$ cat src/verilog/udma_rx_pkg.sv
package udma_rx_pkg;

    localparam int N_CH = 4;                // linear rx channels

    typedef logic [15:0] l2_addr_t;         // channel address, no memory prefix
    typedef logic [15:0] trans_size_t;      // transfer length in bytes
    typedef logic [1:0]  datasize_t;        // 0 byte, 1 halfword, 2 word
    typedef logic [1:0]  dest_t;
    typedef logic [31:0] word_t;
    typedef logic [3:0]  l2_be_t;
    typedef logic [31:0] bus_addr_t;

    typedef struct packed {
        l2_addr_t    start_addr;
        trans_size_t size;
        logic        continuous;            // auto reload at end of transfer
    } ch_cfg_t;

    typedef struct packed {
        word_t     data;
        datasize_t datasize;
        dest_t     dest;
    } ch_beat_t;

    typedef struct packed {
        word_t     data;
        l2_addr_t  addr;
        datasize_t datasize;
        dest_t     dest;
    } l2_entry_t;

    typedef enum logic {WR_IDLE, WR_SECOND} wr_state_t;

    // upper address bits per destination, dest 3 falls back to dest 0
    localparam logic [7:0]  DEST_PREFIX_0 = 8'h1C;     // bits 31..24
    localparam logic [11:0] DEST_PREFIX_1 = 12'h1A1;   // bits 31..20
    localparam logic [7:0]  DEST_PREFIX_2 = 8'h10;     // bits 31..24

endpackage

$ cat src/verilog/udma_rx_l2_fifo.sv
module udma_rx_l2_fifo (
    input  logic                   clk_i,
    input  logic                   rstn_i,
    input  logic                   push_i,
    input  udma_rx_pkg::l2_entry_t entry_i,
    output logic                   ready_o,
    output logic                   valid_o,
    output udma_rx_pkg::l2_entry_t entry_o,
    input  logic                   pop_i
);

    import udma_rx_pkg::*;

    l2_entry_t  mem [4];
    logic [1:0] wr_ptr_q;
    logic [1:0] rd_ptr_q;
    logic [2:0] count_q;
    logic       do_push;
    logic       do_pop;

    assign ready_o = (count_q != 3'd4);
    assign valid_o = (count_q != 3'd0);
    assign entry_o = mem[rd_ptr_q];

    assign do_push = push_i && ready_o;
    assign do_pop  = pop_i && valid_o;

    always_ff @(posedge clk_i)
    begin
        if (do_push)
            mem[wr_ptr_q] <= entry_i;
    end

    always_ff @(posedge clk_i or negedge rstn_i)
    begin
        if (!rstn_i)
        begin
            wr_ptr_q <= '0;
            rd_ptr_q <= '0;
            count_q  <= '0;
        end
        else
        begin
            if (do_push)
                wr_ptr_q <= wr_ptr_q + 2'd1;       // wraps at four
            if (do_pop)
                rd_ptr_q <= rd_ptr_q + 2'd1;
            count_q <= count_q + {2'b00, do_push} - {2'b00, do_pop};
        end
    end

endmodule

$ cat config.mk
export PLATFORM = sky130hd
export DESIGN_NAME = udma_rx_l2_fifo
export DESIGN_NICKNAME = d
export VERILOG_FILES = /design/src/verilog/udma_rx_pkg.sv /design/src/verilog/udma_rx_l2_fifo.sv
export SDC_FILE = /design/constraint.sdc
export NUM_CORES = 1
export LEC_CHECK = 0
export BUFFER_PORTS_ARGS = -buffer_cell sky130_fd_sc_hd__buf_2
export CORE_MARGIN = 2
export CORE_UTILIZATION = 51
export DETAILED_ROUTE_END_ITERATION = 6
export PLACE_DENSITY_LB_ADDON = 0.3
export SETUP_SLACK_MARGIN = 0.1
export SYNTH_ARGS = -nofsm -noshare
export SYNTH_HDL_FRONTEND = slang
export SYNTH_SLANG_ARGS = --single-unit
$ cat constraint.sdc
create_clock -name clk_i -period 2.45 [get_ports clk_i]
set_input_delay 0.3675 -clock clk_i [delete_from_list [all_inputs] [get_ports clk_i]]
set_output_delay 0.3675 -clock clk_i [all_outputs]
set_load 0.05 [all_outputs]
==> flow_summary_export.csv <==
group,metric,value,unit
sta,skew,5.49,ps
floorplan,dieHeight,130,µm
setup_path,crit_slowest_cell,"mux4_2",
setup_path,critPathTopFamily,"buffers and inverters",
sta,setup_slack,62.5,ps
floorplan,num_rows,45,
synthesis,yosysMostFrequentCell,"edfxtp_1",
sta,finalCritPeriodShare,97.4,%
global_routing,antenna_found_initial,0,
setup_path,startpoint_type,"flop",
sta,slew_viol_final,0,
synthesis,yosysSeqAreaShare,79.9,%
power_and_ir_drop,ir_worst_vdd,0.931,mV
route,drt_first_pass_iters,4,
route,wl,14.6,mm
setup_path,cpPeakStageDelay,520,ps
placement,portBuffers,109,
synthesis,async_reset_ff_share,3.26,%
cells_and_area,fill_cells,1028,
sta,min_period,2390,ps
clock_network,cts_tree,"yes",
global_routing,grt_use_met2,29.9,%
cells_and_area,regArea,6430,µm²
sta,slew_headroom,64.1,%
placement,dpl-instance-area,8900,µm²
global_routing,grt_usage,17.5,%
global_routing,top_usage_layer,"met2",
synthesis,synthTopCellsByCount,"208 x edfxtp_1, 48 x mux4_2, 7 x dfrtp_1",
synthesis,synth-edff-count,208,
synthesis,synth_area,8040,µm²
power_and_ir_drop,p_leak,3.52,nW
clock_network,clkLatencyLatePin,490,ps
floorplan,fp.coreArea,15300,µm²
sta,clock.fmax,419,MHz
synthesis,synthDominantCellAreaShare,77.7,%
cells_and_area,design_area,10100,µm²
global_routing,grtUsageMet3,4.21,%
synthesis,ys_types,21,
setup_path,critPathRequiredTime,2080,ps
floorplan,io_pins,110,
clock_network,cts_buffer_depth,3,
route,drt.antenna.violating_nets,0,
route,vias_per_cell,5.40,
sta,setup_violations,0,
sta,hold_ws,90.8,ps
setup_path,critPathMaxFanout,10,
setup_path,cp-end-kind,"output port",
cells_and_area,areaGrowthSynthToFinish,25.6,%
synthesis,yosys_register_bits,215,
clock_network,cts_max_level,1,
floorplan,die_x,130,µm
run,maxCapViolCount,0,
global_routing,grt_pass1_vias,3952,
synthesis,synth_warnings,0,
cells_and_area,drive_gt1_share,45.7,%
synthesis,synth.area.top_cells,"edfxtp_1 78%, mux4_2 13%, dfrtp_1 2.2%, mux4_1 1.3%, buf_12 1.2%",
setup_path,critPathBufInv,2,
route,first_iter_violations,292,
synthesis,synth_nets,376,
worst_hold_path,hp-class,"in2reg",
placement,hpwl,8.30,mm
floorplan,start_util,52.5,%
global_routing,grt_pass1_wl,21.8,mm
clock_network,clock-sinks,215,
floorplan,fp.dieArea,16800,µm²
sta,hold_viol,0,
sta,tns,0,ps
cells_and_area,num_antenna_cells,0,
placement,gp_congestion,0.746,
clock_network,cts_made_buffers,22,
setup_path,path_cells,"bufbuf_16, mux4_2, buf_4",
sta,rsz0062_at_grt,"yes",
route,via_count,3674,
sta,worst_pin_slew,538,ps
global_routing,grt_max_degree,39,
setup_path,critPathArrivalTime,2020,ps
clock_network,cts_root_buf,"clkbuf_16",
power_and_ir_drop,powerDensity,1460,nW/µm²
setup_path,criticalPathCategory,"reg2out",
placement,post-place-ws,127,ps
route,wire_per_inst,21.4,µm
synthesis,synthCells,313,
global_routing,use_met1,23.0,%
synthesis,syn_avg_cell_area,25.7,µm²
synthesis,ys.flop_type,"edfxtp_1",
route,route.detailed.drc,0,
status,status,"complete, no violations",
cells_and_area,nNetsFinal,517,
cells_and_area,multi_input_area,1460,µm²
synthesis,synth_area_leader_cell,"edfxtp_1",
global_routing,grt-ovfl-total,0,
clock_network,clkTransAtPathRegs,60,ps
==> metal layers <==
| layer | wire length [µm] | up-vias |
|---|---|---|
| met5 | 0 | - |
| met4 | 218 | 0 |
| met3 | 865 | 17 |
| met2 | 7600 | 109 |
| met1 | 5870 | 1933 |
| li1 | - | 1615 |
==> area by class of cell <==
| cell class | count | share of cell area [%] |
|---|---|---|
| tap | 211 | 2.61 |
| inverter | 6 | 0.223 |
| multi-input combinational | 80 | 14.5 |
| clock inverter | 11 | 1.03 |
| timing repair buffer | 129 | 11.9 |
| sequential | 215 | 63.7 |
| clock buffer | 29 | 6.12 |
==> where the power goes <==
| part | leakage, nW | internal [mW] | total [mW] | switching (mW) |
|---|---|---|---|---|
| Combinational | 1.19 | 2.55 | 6.36 | 3.81 |
| Sequential | 1.99 | 4.86 | 5.11 | 0.251 |
| Clock | 0.347 | 1.98 | 3.26 | 1.28 |
==> worst paths after layout <==
check / startpoint / endpoint / slack (ps) / depth (start not counted)
max: rd_ptr_q[0] / entry_o[41] / 60 / 3
min: entry_i[10] / mem[1][10] / 90 / 1
max reg2reg: count_q[1] / count_q[2] / 150 / 9
min reg2reg: wr_ptr_q[1] / wr_ptr_q[1] / 620 / 2
max in group asynchronous: rstn_i / rd_ptr_q[0] / 2010 / 2
min in group asynchronous: rstn_i / count_q[1] / 250 / 2
==> worst reg2reg max path: cells and delay by family, from the launching register on <==
family	cells	cell delay [ps]
xor gates and xnor gates	2	350
adders and majority gates	3	720
DFF	1	500
buffers and inverters	2	110
and+or+nand+nor	2	540
==> layout by cell type, fill, tap and decap left out, types with 5 or more instances in the layout <==
cell	n
clkinv_1	5
inv_1	6
ha_1	6
dfrtp_1	5
buf_12	10
buf_6	33
mux4_2	49
buf_4	12
buf_2	65
clkbuf_16	27
edfxtp_1	208
==> logic make-up (layout without fill, tap and decap cells) <==
group           count (synthesis)  in the layout  share of synthesized area (%)
fa+ha+maj                       7              7                           1.18
compound gates                  4              4                          0.405
mux                            52             52                           14.8
xor+xnor                        4              4                          0.436
simple gates                   13             13                           1.31
flops                         215            215                           79.9
buf+inv                        18            175                           2.04
==> sequential cells by signal, indices dropped and copies added (netlist names) <==
signal / cells
mem: 208
count_q: 3
rd_ptr_q: 2
wr_ptr_q: 2
==> through the flow <==
stage | util, % | std cells | power, mW
4_1_cts | 63.8 | 675 | 14.1
3_3_place_gp | 58.1 | 631 | 10.4
2_1_floorplan | - | 313 | 9.30
3_5_place_dp | 58.1 | 631 | 10.5
5_1_grt | 65.9 | 681 | 15.3
6_report | 65.9 | 681 | 14.7
==> timing repair <==
item / 4_1_cts / 5_1_grt
endpoints found under the setup margin: 34 / 45
cloned: 2 / 4
pin swaps: 0 / 0
buffers inserted: 1 / 2
resized for setup: 23 / 83
hold buffers: 1 / 0
endpoints found under the hold margin: 7 / 0
No activity file was read; power rests on OpenSTA's default activity.
