`src/verilog/udma_rx_pkg.sv`:
```
package udma_rx_pkg;

    localparam int N_CH = 4;                // linear rx channels

    typedef logic [15:0] l2_addr_t;         // channel address, no memory prefix
    typedef logic [15:0] trans_size_t;      // transfer length in bytes
    typedef logic [1:0]  datasize_t;        // 0 byte, 1 halfword, 2 word
    typedef logic [1:0]  dest_t;
    typedef logic [31:0] word_t;
    typedef logic [3:0]  l2_be_t;
    typedef logic [31:0] bus_addr_t;

    typedef struct packed {
        l2_addr_t    start_addr;
        trans_size_t size;
        logic        continuous;            // auto reload at end of transfer
    } ch_cfg_t;

    typedef struct packed {
        word_t     data;
        datasize_t datasize;
        dest_t     dest;
    } ch_beat_t;

    typedef struct packed {
        word_t     data;
        l2_addr_t  addr;
        datasize_t datasize;
        dest_t     dest;
    } l2_entry_t;

    typedef enum logic {WR_IDLE, WR_SECOND} wr_state_t;

    // upper address bits per destination, dest 3 falls back to dest 0
    localparam logic [7:0]  DEST_PREFIX_0 = 8'h1C;     // bits 31..24
    localparam logic [11:0] DEST_PREFIX_1 = 12'h1A1;   // bits 31..20
    localparam logic [7:0]  DEST_PREFIX_2 = 8'h10;     // bits 31..24

endpackage

```
`src/verilog/udma_rx_ch_addrgen.sv`:
```
module udma_rx_ch_addrgen (
    input  logic                     clk_i,
    input  logic                     rstn_i,
    input  udma_rx_pkg::ch_cfg_t     cfg_i,
    input  logic                     en_i,
    input  logic                     clr_i,
    input  udma_rx_pkg::datasize_t   datasize_i,
    input  logic                     accept_i,
    output udma_rx_pkg::l2_addr_t    curr_addr_o,
    output udma_rx_pkg::trans_size_t bytes_left_o,
    output logic                     active_o,
    output logic                     event_o
);

    import udma_rx_pkg::*;

    l2_addr_t    curr_addr_q;
    trans_size_t bytes_left_q;
    trans_size_t step;
    logic        active_q;
    logic        event_q;
    logic        last_beat;

    always_comb
    begin
        case (datasize_i)
            2'd0:    step = trans_size_t'(1);
            2'd1:    step = trans_size_t'(2);
            default: step = trans_size_t'(4);
        endcase
    end

    assign last_beat = (bytes_left_q <= step);     // sizes are multiples of the beat

    ////////////////////////////////////////////////////////////////////////////
    // transfer state
    ////////////////////////////////////////////////////////////////////////////

    always_ff @(posedge clk_i or negedge rstn_i)
    begin
        if (!rstn_i)
        begin
            curr_addr_q  <= '0;
            bytes_left_q <= '0;
            active_q     <= 1'b0;
            event_q      <= 1'b0;
        end
        else
        begin
            event_q <= 1'b0;
            if (clr_i)
            begin
                active_q     <= 1'b0;          // stop right away
                bytes_left_q <= '0;
            end
            else if (en_i)
            begin
                curr_addr_q  <= cfg_i.start_addr;
                bytes_left_q <= cfg_i.size;
                active_q     <= 1'b1;
            end
            else if (accept_i && active_q)
            begin
                if (last_beat)
                begin
                    event_q <= 1'b1;
                    if (cfg_i.continuous)
                    begin
                        curr_addr_q  <= cfg_i.start_addr;
                        bytes_left_q <= cfg_i.size;
                    end
                    else
                    begin
                        active_q     <= 1'b0;
                        bytes_left_q <= '0;
                    end
                end
                else
                begin
                    curr_addr_q  <= curr_addr_q + step;
                    bytes_left_q <= bytes_left_q - step;
                end
            end
        end
    end

    assign curr_addr_o  = curr_addr_q;
    assign bytes_left_o = bytes_left_q;
    assign active_o     = active_q;
    assign event_o      = event_q;

endmodule

```
`config.mk`:
```
export PLATFORM = sky130hd
export DESIGN_NAME = udma_rx_ch_addrgen
export DESIGN_NICKNAME = d
export VERILOG_FILES = /design/src/verilog/udma_rx_pkg.sv /design/src/verilog/udma_rx_ch_addrgen.sv
export SDC_FILE = /design/constraint.sdc
export NUM_CORES = 1
export LEC_CHECK = 0
export ABC_AREA = 1
export BUFFER_PORTS_ARGS = -buffer_cell sky130_fd_sc_hd__buf_4
export CORE_MARGIN = 3
export CORE_UTILIZATION = 40
export DETAILED_ROUTE_END_ITERATION = 6
export PLACE_DENSITY = 0.64
export SLEW_MARGIN = 20
export SYNTH_ARGS = -nofsm -noshare
export SYNTH_HDL_FRONTEND = slang
export SYNTH_SLANG_ARGS = --single-unit
```
`constraint.sdc`:
```
create_clock -name clk_i -period 3.11 [get_ports clk_i]
set_clock_uncertainty 0.15 [all_clocks]
set_input_delay 0.933 -clock clk_i [delete_from_list [all_inputs] [get_ports clk_i]]
set_output_delay 0.933 -clock clk_i [all_outputs]
set_load 0.05 [all_outputs]
```
==> metrics.md <==
| Metric | Value |
|---|---|
| Final setup TNS | `0 ns` |
| CTS Buf Count | `5` |
| Period utilization | `between 80% and 90%` |
| Worst slew pin tran | `0.472 ns` |
| Post-layout util | `51.9%` |
| Status | `complete, no violations` |
| Period minus WS final | `approximately 2.8 ns` |
| Most frequent cells in the layout | `149 x nand2_1, 81 x buf_4, 72 x inv_1` |
| Power Internal | `about 1.0 mW` |
| Crit path arrival time | `2.82 ns` |
| Io pins | `74` |
| Total Routing Usage GR | `19.9%` |
| DRC | `0` |
| Hold Fails Final Rpt | `0` |
| Critical path, cell by cell | `buf_4 -> inv_1 -> nand2_1 -> inv_1 -> fa_1 -> inv_1 -> nand2_1 -> nand2_1 -> nor2_4 -> nand2_4 -> nand3_1 -> nand2_2 -> nand3_1 -> a21oi_1` |
| Post-CTS Setup Inserts | `0` |
| Worst reg-to-reg setup slack | `0.72 ns` |
| Critical path buffers and inverters | `4` |
| Longest Clk Path Bufs | `2` |
| Crit-path leading delay family | `simple AND/OR/NAND/NOR gates` |
| DRT antenna net count | `0` |
| CP required | `3.17 ns` |
| Seq/Total Area, Yosys | `27.9%` |
| Peak VDD IR | `approximately 0.00023 V` |
| Critical setup path kind | `in2reg` |
| H-Tree Depth | `2` |
| Largest net degree at the start of global routing | `35` |
| CP endpoint kind | `flip-flop` |
| P_leak | `between 2 and 2.5 nW` |
| Initial antenna violation count | `0` |
| Clock Latency Late Sink | `0.29 ns` |
| Chip width | `roughly 93 um` |
| GRT overflow | `0` |
| Syn Area/Cell | `6.44 um^2` |
| Starting Density | `41.6%` |
| Sequential Power Share | `~33%` |
| ANT cells | `0` |
| Nets | `600` |
| Clk slew on worst S/H paths | `0.07 ns` |
| Area of the mapped netlist | `3050 um^2` |
| Via count of the first global-routing pass | `3000` |
| Fmax | `between 0.3 and 0.4 GHz` |
| Slew margin rel. | `68.5%` |
| Sw Share | `just under 50%` |
| Pre-Repair DR Iteration Count | `4` |
| Setup crit start kind | `primary input` |
| Fin. max-slew vios | `0` |
| Vias | `roughly 3200` |
| Clk Tree Root Cell | `clkbuf_8` |
| Most common cell after layout, fill and taps aside | `nand2_1` |
| Iter 0 DRT Violations | `184` |
| First-pass GRT wire length | `14000 um` |
| Die extent in y | `a little over 90 um` |
| Syn Nets | `523` |
| Synthesized flop and latch total | `34` |
| RSZ-0062 raised after global routing | `false` |
| Switching power | `approximately 950 uW` |
| Number of max-cap violations | `0` |
| Final setup violation count | `0` |
| DIE AREA | `8710 um^2` |
| Worst min path class | `reg2reg` |
| Row cnt | `31` |
| Cells after Synth | `474` |
| Vias/cell | `4.85` |
| Share of cells above drive strength 1 | `23.4%` |
| IO Port Bufs | `73` |
| Post-DP HPWL | `6270 um` |
| CTS tree | `yes` |
| Gpl congestion | `0.884` |
| Largest stage delay on the critical path | `0.44 ns` |
| Hold Buf Count CTS | `0` |
| Core area | `7330 um^2` |
| Share of total power in the clock network | `17.7%` |
| Crit-path slowest cell | `fa_1` |
| Synth warn | `0` |
| Synth-to-layout area growth | `24.6%` |
| Sink Count | `34` |
| Drt wl/cell | `12.6 um` |
| # resized after CTS | `0` |
| Total routed wirelength | `8230 um` |
| Worst-path fanout max | `16` |
| Power Density | `517 nW/um^2` |
| Yosys cell types | `32` |
| Combinational share of power | `49.6%` |
per-layer routing:
layer,vias up,part of all wire (%),global-route usage (%)
met4,0,0.49,4.64
met3,4,5.0,3.38
li1,1626,-,-
met1,1455,47,27.7
met5,-,0,0
met2,75,47,32.1
logic make-up after synthesis:
family                   after synthesis  share of synthesized area (%)
buffers and inverters                 87                           12.3
AND/OR/NAND/NOR                      287                           44.3
AO/OA/AOI/OAI                         49                           9.02
XOR/XNOR                               8                           2.30
adder cells (fa/ha/maj)                9                           4.18
flip-flops                            34                           27.9
power groups by stage:
stage               registers (mW)  clock network, mW  logic (mW)
floorplan                    0.887                  0       0.438
global placement             0.649                  0       0.966
detailed placement           0.650                  0       0.981
CTS                          0.643              0.359       0.984
global route                 0.662              0.391        1.07
finish                       0.643              0.349       0.975
path summary, 6_finish.rpt:
kind	end	cells after the start	start
min in group asynchronous	bytes_left_o[5]	1	rstn_i
setup / recovery	bytes_left_o[10]	14	datasize_i[1]
setup reg to reg	bytes_left_o[10]	12	bytes_left_o[0]
hold / removal	curr_addr_o[0]	2	curr_addr_o[0]
max in group asynchronous	curr_addr_o[4]	1	rstn_i
hold reg to reg	curr_addr_o[0]	2	curr_addr_o[0]
registers in the layout (all words and copies together) (netlist names):
signal,cells
curr_addr_o,16
active_o,1
bytes_left_o,16
event_o,1
worst min-delay path: stages, from the launching register on:
cell	delay (ns)
dfrtp_1	0.38
nand2_1	0.06
nand2_1	0.05
synthesized netlist by cell type, drive strengths merged:
library cell	n	share of area, %
nor2	59	9.1
fa	2	1.3
xor2	5	1.4
nand3b	7	1.7
inv	74	9.2
clkbuf	4	0.49
nand3	50	9.5
xnor2	3	0.86
buf	8	2.5
nand4	5	1.0
or2	2	0.41
clkinv	1	0.12
nor3	3	0.49
o21ai	30	5.7
nand2	161	22
o211ai	1	0.41
a21oi	18	3.0
ha	7	2.9
dfrtp	34	28
final cells by class:
type	instances	area (um^2)
Clock buffer	7	86.3
Sequential cell	34	851
Clock inverter	1	5.00
Tap cell	99	124
Inverter	75	284
Timing Repair Buffer	82	628
Multi-Input combinational cell	353	1830
Fill cell	738	3530
metrics by stage:
stage	instance area [um^2]	total power, mW	setup slack (ns)	std cells	hold WS (ns)
after CTS	3800	1.99	0.322	651	0.379
after floorplan	3050	1.33	0.337	474	0.487
after global routing	3800	2.12	0.128	651	0.402
final	3800	1.97	0.345	651	0.378
after global placement	3710	1.61	0.124	643	0.365
after detailed placement	3710	1.63	0.0222	643	0.354
Note: power is estimated with default switching activity, not from simulation.
