<file path="config.mk">
export PLATFORM = sky130hd
export DESIGN_NAME = udma_rx_l2_writer
export DESIGN_NICKNAME = d
export VERILOG_FILES = /design/src/verilog/udma_rx_pkg.sv /design/src/verilog/udma_rx_l2_writer.sv
export SDC_FILE = /design/constraint.sdc
export NUM_CORES = 1
export LEC_CHECK = 0
export BUFFER_PORTS_ARGS = -buffer_cell sky130_fd_sc_hd__buf_2
export CAP_MARGIN = 30
export CORE_AREA = 2 2 52 78
export CTS_BUF_LIST = sky130_fd_sc_hd__clkbuf_8
export DETAILED_ROUTE_END_ITERATION = 10
export DIE_AREA = 0 0 54 80
export PLACE_DENSITY = 0.81
export SYNTH_ARGS = -nofsm -noshare
export SYNTH_HDL_FRONTEND = slang
export SYNTH_SLANG_ARGS = --single-unit
</file>
<file path="constraint.sdc">
create_clock -name clk_i -period 2.1 [get_ports clk_i]
set_input_delay 0.21 -clock clk_i [delete_from_list [all_inputs] [get_ports clk_i]]
set_output_delay 0.21 -clock clk_i [all_outputs]
set_load 0.05 [all_outputs]
</file>
<file path="src/verilog/udma_rx_pkg.sv">
package udma_rx_pkg;

    localparam int N_CH = 4;                // linear rx channels

    typedef logic [15:0] l2_addr_t;         // channel address, no memory prefix
    typedef logic [15:0] trans_size_t;      // transfer length in bytes
    typedef logic [1:0]  datasize_t;        // 0 byte, 1 halfword, 2 word
    typedef logic [1:0]  dest_t;
    typedef logic [31:0] word_t;
    typedef logic [3:0]  l2_be_t;
    typedef logic [31:0] bus_addr_t;

    typedef struct packed {
        l2_addr_t    start_addr;
        trans_size_t size;
        logic        continuous;            // auto reload at end of transfer
    } ch_cfg_t;

    typedef struct packed {
        word_t     data;
        datasize_t datasize;
        dest_t     dest;
    } ch_beat_t;

    typedef struct packed {
        word_t     data;
        l2_addr_t  addr;
        datasize_t datasize;
        dest_t     dest;
    } l2_entry_t;

    typedef enum logic {WR_IDLE, WR_SECOND} wr_state_t;

    // upper address bits per destination, dest 3 falls back to dest 0
    localparam logic [7:0]  DEST_PREFIX_0 = 8'h1C;     // bits 31..24
    localparam logic [11:0] DEST_PREFIX_1 = 12'h1A1;   // bits 31..20
    localparam logic [7:0]  DEST_PREFIX_2 = 8'h10;     // bits 31..24

endpackage

</file>
<file path="src/verilog/udma_rx_l2_writer.sv">
module udma_rx_l2_writer (
    input  logic                   clk_i,
    input  logic                   rstn_i,
    input  udma_rx_pkg::l2_entry_t entry_i,
    input  logic                   valid_i,
    output logic                   pop_o,
    output logic                   l2_req_o,
    input  logic                   l2_gnt_i,
    output udma_rx_pkg::bus_addr_t l2_addr_o,
    output udma_rx_pkg::l2_be_t    l2_be_o,
    output udma_rx_pkg::word_t     l2_wdata_o
);

    import udma_rx_pkg::*;

    wr_state_t   state_q;
    wr_state_t   state_d;
    logic [1:0]  offset;
    logic        misaligned;
    logic [3:0]  size_mask;
    logic [7:0]  be_wide;           // lanes of this word and the next one
    logic [63:0] data_wide;
    logic [13:0] word_addr;

    assign offset = entry_i.addr[1:0];

    always_comb
    begin
        misaligned = 1'b0;
        size_mask  = 4'b0000;
        case (entry_i.datasize)
            2'd0: size_mask = 4'b0001;
            2'd1:
            begin
                size_mask  = 4'b0011;
                misaligned = (offset == 2'd3);
            end
            2'd2:
            begin
                size_mask  = 4'b1111;
                misaligned = (offset != 2'd0);
            end
            default: size_mask = 4'b0000;
        endcase
    end

    assign be_wide   = {4'b0000, size_mask} << offset;
    assign data_wide = {32'h0, entry_i.data} << {offset, 3'b000};

    ////////////////////////////////////////////////////////////////////////////
    // first access covers the addressed word, second the overflow lanes
    ////////////////////////////////////////////////////////////////////////////

    assign l2_req_o   = valid_i;
    assign l2_be_o    = (state_q == WR_SECOND) ? be_wide[7:4] : be_wide[3:0];
    assign l2_wdata_o = (state_q == WR_SECOND) ? data_wide[63:32] : data_wide[31:0];
    assign word_addr  = entry_i.addr[15:2] + {13'd0, state_q == WR_SECOND};

    always_comb
    begin
        l2_addr_o = {16'h0000, word_addr, 2'b00};
        case (entry_i.dest)
            2'd1:    l2_addr_o[31:20] = DEST_PREFIX_1;
            2'd2:    l2_addr_o[31:24] = DEST_PREFIX_2;
            default: l2_addr_o[31:24] = DEST_PREFIX_0;
        endcase
    end

    always_comb
    begin
        state_d = state_q;
        pop_o   = 1'b0;
        case (state_q)
            WR_IDLE:
            begin
                if (valid_i && l2_gnt_i)
                begin
                    if (misaligned)
                        state_d = WR_SECOND;
                    else
                        pop_o = 1'b1;
                end
            end
            WR_SECOND:
            begin
                if (l2_gnt_i)
                begin
                    pop_o   = 1'b1;         // entry done after the overflow write
                    state_d = WR_IDLE;
                end
            end
            default: state_d = WR_IDLE;
        endcase
    end

    always_ff @(posedge clk_i or negedge rstn_i)
    begin
        if (!rstn_i)
            state_q <= WR_IDLE;
        else
            state_q <= state_d;
    end

endmodule

</file>
==> impl_metrics.py <==
metrics = {
    "finish": {
        "largest_reg_flops": 1,
        "drive_gt1_frac": 0.467,
        "fin_nets": 342,
        "syn2layout_area_growth_pct": 43.4,
        "nFillCells": 375,
        "final_util": 0.524,
        "largestRegisters": "state_q: 1 flops",
        "final_area_um2": 1910,
        "antennaDiodeCount": 0,
        "max_flop_register": "state_q",
    },
    "power_and_ir_drop": {
        "power_frac_comb": 0.973,
        "p_per_area_nw_per_um2": 400,
        "swShare": 0.718,
        "p_sw_uw": 549,
        "pwr-share-clk": 0,
        "peakVddDrop_mv": 0.306,
        "leakage_uw": 0.00104,
        "intPower_uw": 216,
        "seqPwrFrac": 0.027,
    },
    "route": {
        "wl_per_cell_um": 14.3,
        "vias": 1717,
        "firstDrtPassIters": 4,
        "wirelength_um": 4560,
        "drc": 0,
        "drtAntennaViolNets": 0,
        "via_per_inst": 5.38,
        "dr.first_iter.drc_count": 16,
    },
    "cts": {
        "cts.clk_slew.worst_paths_ps": 0,
        "clk_latency_ps": 0,
        "post_cts_buffers": 0,
    },
    "yosys": {
        "yosysTopAreaCellShare": 0.188,
        "yosys-top-cells-area": "mux2i_1 (19%), buf_4 (11%), o2bb2ai_1 (11%), ha_1 (7.5%), a22o_1 (5.3%)",
        "synth_async_sr_flop_share": 1.00,
        "syn_area_um2": 1330,
        "ys.flop_type": "dfrtp_1",
        "synthDistinctLibCells": 36,
        "synth_seq_cells": 1,
        "yosysWarnings": 0,
        "syn_avg_cell_area_um2": 7.58,
        "syn_inst": 176,
        "yosysTopAreaCell": "mux2i_1",
        "seq_area_frac_synth": 0.0188,
        "synth_edf_count": 0,
    },
    "critical_path": {
        "end_kind": "output pin",
        "worstPathRequired_ps": 1890,
        "critPathLaunchType": "flop",
        "crit_type": "flop to output pin",
        "cp.arrival_ps": 1780,
        "worstPathMaxFanout": 4,
    },
    "die": {
        "die_area_um2": 4320,
        "io_pins": 126,
        "die_h_um": 80,
        "die_w_um": 54,
        "initial_utilization": 0.366,
        "fp-row-count": 27,
        "fp.coreArea_um2": 3650,
    },
    "placement": {
        "portBuffers": 111,
        "routabilityCongestion": 0.828,
        "dpl_cell_area_um2": 1900,
        "hpwlAfterDp_um": 3750,
    },
    "timing": {
        "hold-worst-slack_ps": 469,
        "relSlewSlack": 0.526,
        "setup_viol": 0,
        "worst_pin_slew_ps": 711,
        "timing.fmax_mhz": 503,
        "fin_crit_sh": 0.948,
        "slew_viol_final": 0,
        "fin_skew_ps": 0,
        "rsz0062_at_grt": "no",
        "tns_ps": 0,
        "min_period_ps": 1990,
        "hold_viol": 0,
    },
    "grt": {
        "track_usage": 0.193,
        "antenna_found_initial": 0,
        "overflow": 0,
        "grt_pass1_wl_um": 6640,
        "grt_max_degree": 21,
        "grt_pass1_vias": 1559,
    },
    "worst_hold_path": {
        "hp-class": "input port to flop",
    },
    "run": {
        "drv_cap": 0,
    },
    "run_status": {
        "status": "complete, no violations",
    },
}
-- worst max-delay path: stages, from the launching register on --
cell and delay, ps:
dfrtp_1 330, ha_1 210, ha_1 220, and4_4 250
or3b_1 390, xnor2_2 130, clkbuf_4 240
-- cells in the final DEF, fill, tap and decap left out, types with 2 or more instances in the layout --
cell type	Yosys	routed
nand3_1	7	7
buf_2	5	110
o22ai_1	9	9
o2bb2ai_1	16	16
nand4_1	2	2
a22o_1	8	8
nor2b_1	2	2
xnor2_2	0	2
nand2_1	6	6
buf_4	19	5
o21ai_1	3	3
xnor2_1	6	4
inv_1	8	8
xor2_1	6	5
nor2_1	3	3
nor3_1	3	3
ha_1	8	8
a211oi_1	9	4
and2_1	9	9
nor4_1	2	2
conb_1	2	14
a211oi_2	0	5
mux2i_1	25	25
-- repair_timing --
item                                    4_1_cts  5_1_grt
resized for setup                             0        2
hold buffers                                  1        0
endpoints found under the hold margin         1        0
endpoints found under the setup margin        0        2
-- cells in the mapped netlist (all sizes together), types with 3 or more instances --
library cell and n:
a22o 8, clkbuf 4, a211oi 9, mux2i 25, nand2 6, ha 8, buf 26, xnor2 6
o21ai 4, o22ai 9, and2 9, nor2 3, nand3 7, xor2 6, inv 8, o2bb2ai 16
nor3 3, nand4 3
-- path summary, 6_finish.rpt --
path	from	endpoint	slack [ps]	depth (start not counted)
worst max-delay path	state_q	l2_addr_o[12]	110	6
worst min-delay path	l2_gnt_i	state_q	470	2
worst max register to register	state_q	state_q	980	3
worst min register to register	state_q	state_q	900	3
max in group asynchronous	rstn_i	state_q	1480	2
min in group asynchronous	rstn_i	state_q	530	2
-- power by group through the flow --
| stage | Clock, uW | Sequential, uW | Combinational, uW |
|---|---|---|---|
| after detailed placement | 0 | 21.0 | 739 |
| after floorplan | 0 | 20.9 | 582 |
| after CTS | 0 | 21.0 | 742 |
| final | 0 | 21.0 | 743 |
| after global routing | 0 | 21.2 | 784 |
| after global placement | 0 | 20.8 | 733 |
-- layer usage --
layer  share of wire  up-vias  GRT usage  wire [um]
met5               0        -          0          0
met4           0.015        0     0.0400         69
met3           0.065        8     0.0131        297
met2            0.56       83      0.373       2550
met1            0.36      795      0.218       1640
li1                -      831          -          -
-- per-stage QoR --
step	setup slack (ps)	cells	total power [uW]
finish	110	319	764
global route	17.1	319	805
CTS	51.7	319	763
detailed placement	52.5	318	760
global placement	128	318	754
floorplan	-64.9	188	603
-- cells by family (layout without fill, tap and decap cells) --
kind of cell / Yosys count / after routing / synth area share
AOI/OAI and AO/OA: 49 / 49 / 0.282
xor gates and xnor gates: 12 / 12 / 0.0788
adders and majority gates: 8 / 8 / 0.0750
buffers and inverters: 38 / 126 / 0.171
DFF: 1 / 1 / 0.0188
muxes: 26 / 26 / 0.196
other: 2 / 14 / 0.00563
and+or+nand+nor: 40 / 40 / 0.173
-- area by class of cell --
type                    count  area [um^2]  area share
multi-input cells         149         1180       0.616
well taps                  43         53.8      0.0281
flip-flops and latches      1         25.0      0.0131
repair buffers            118          626       0.327
inverters                   8         30.0      0.0157
No activity file was read; power rests on OpenSTA's default activity.
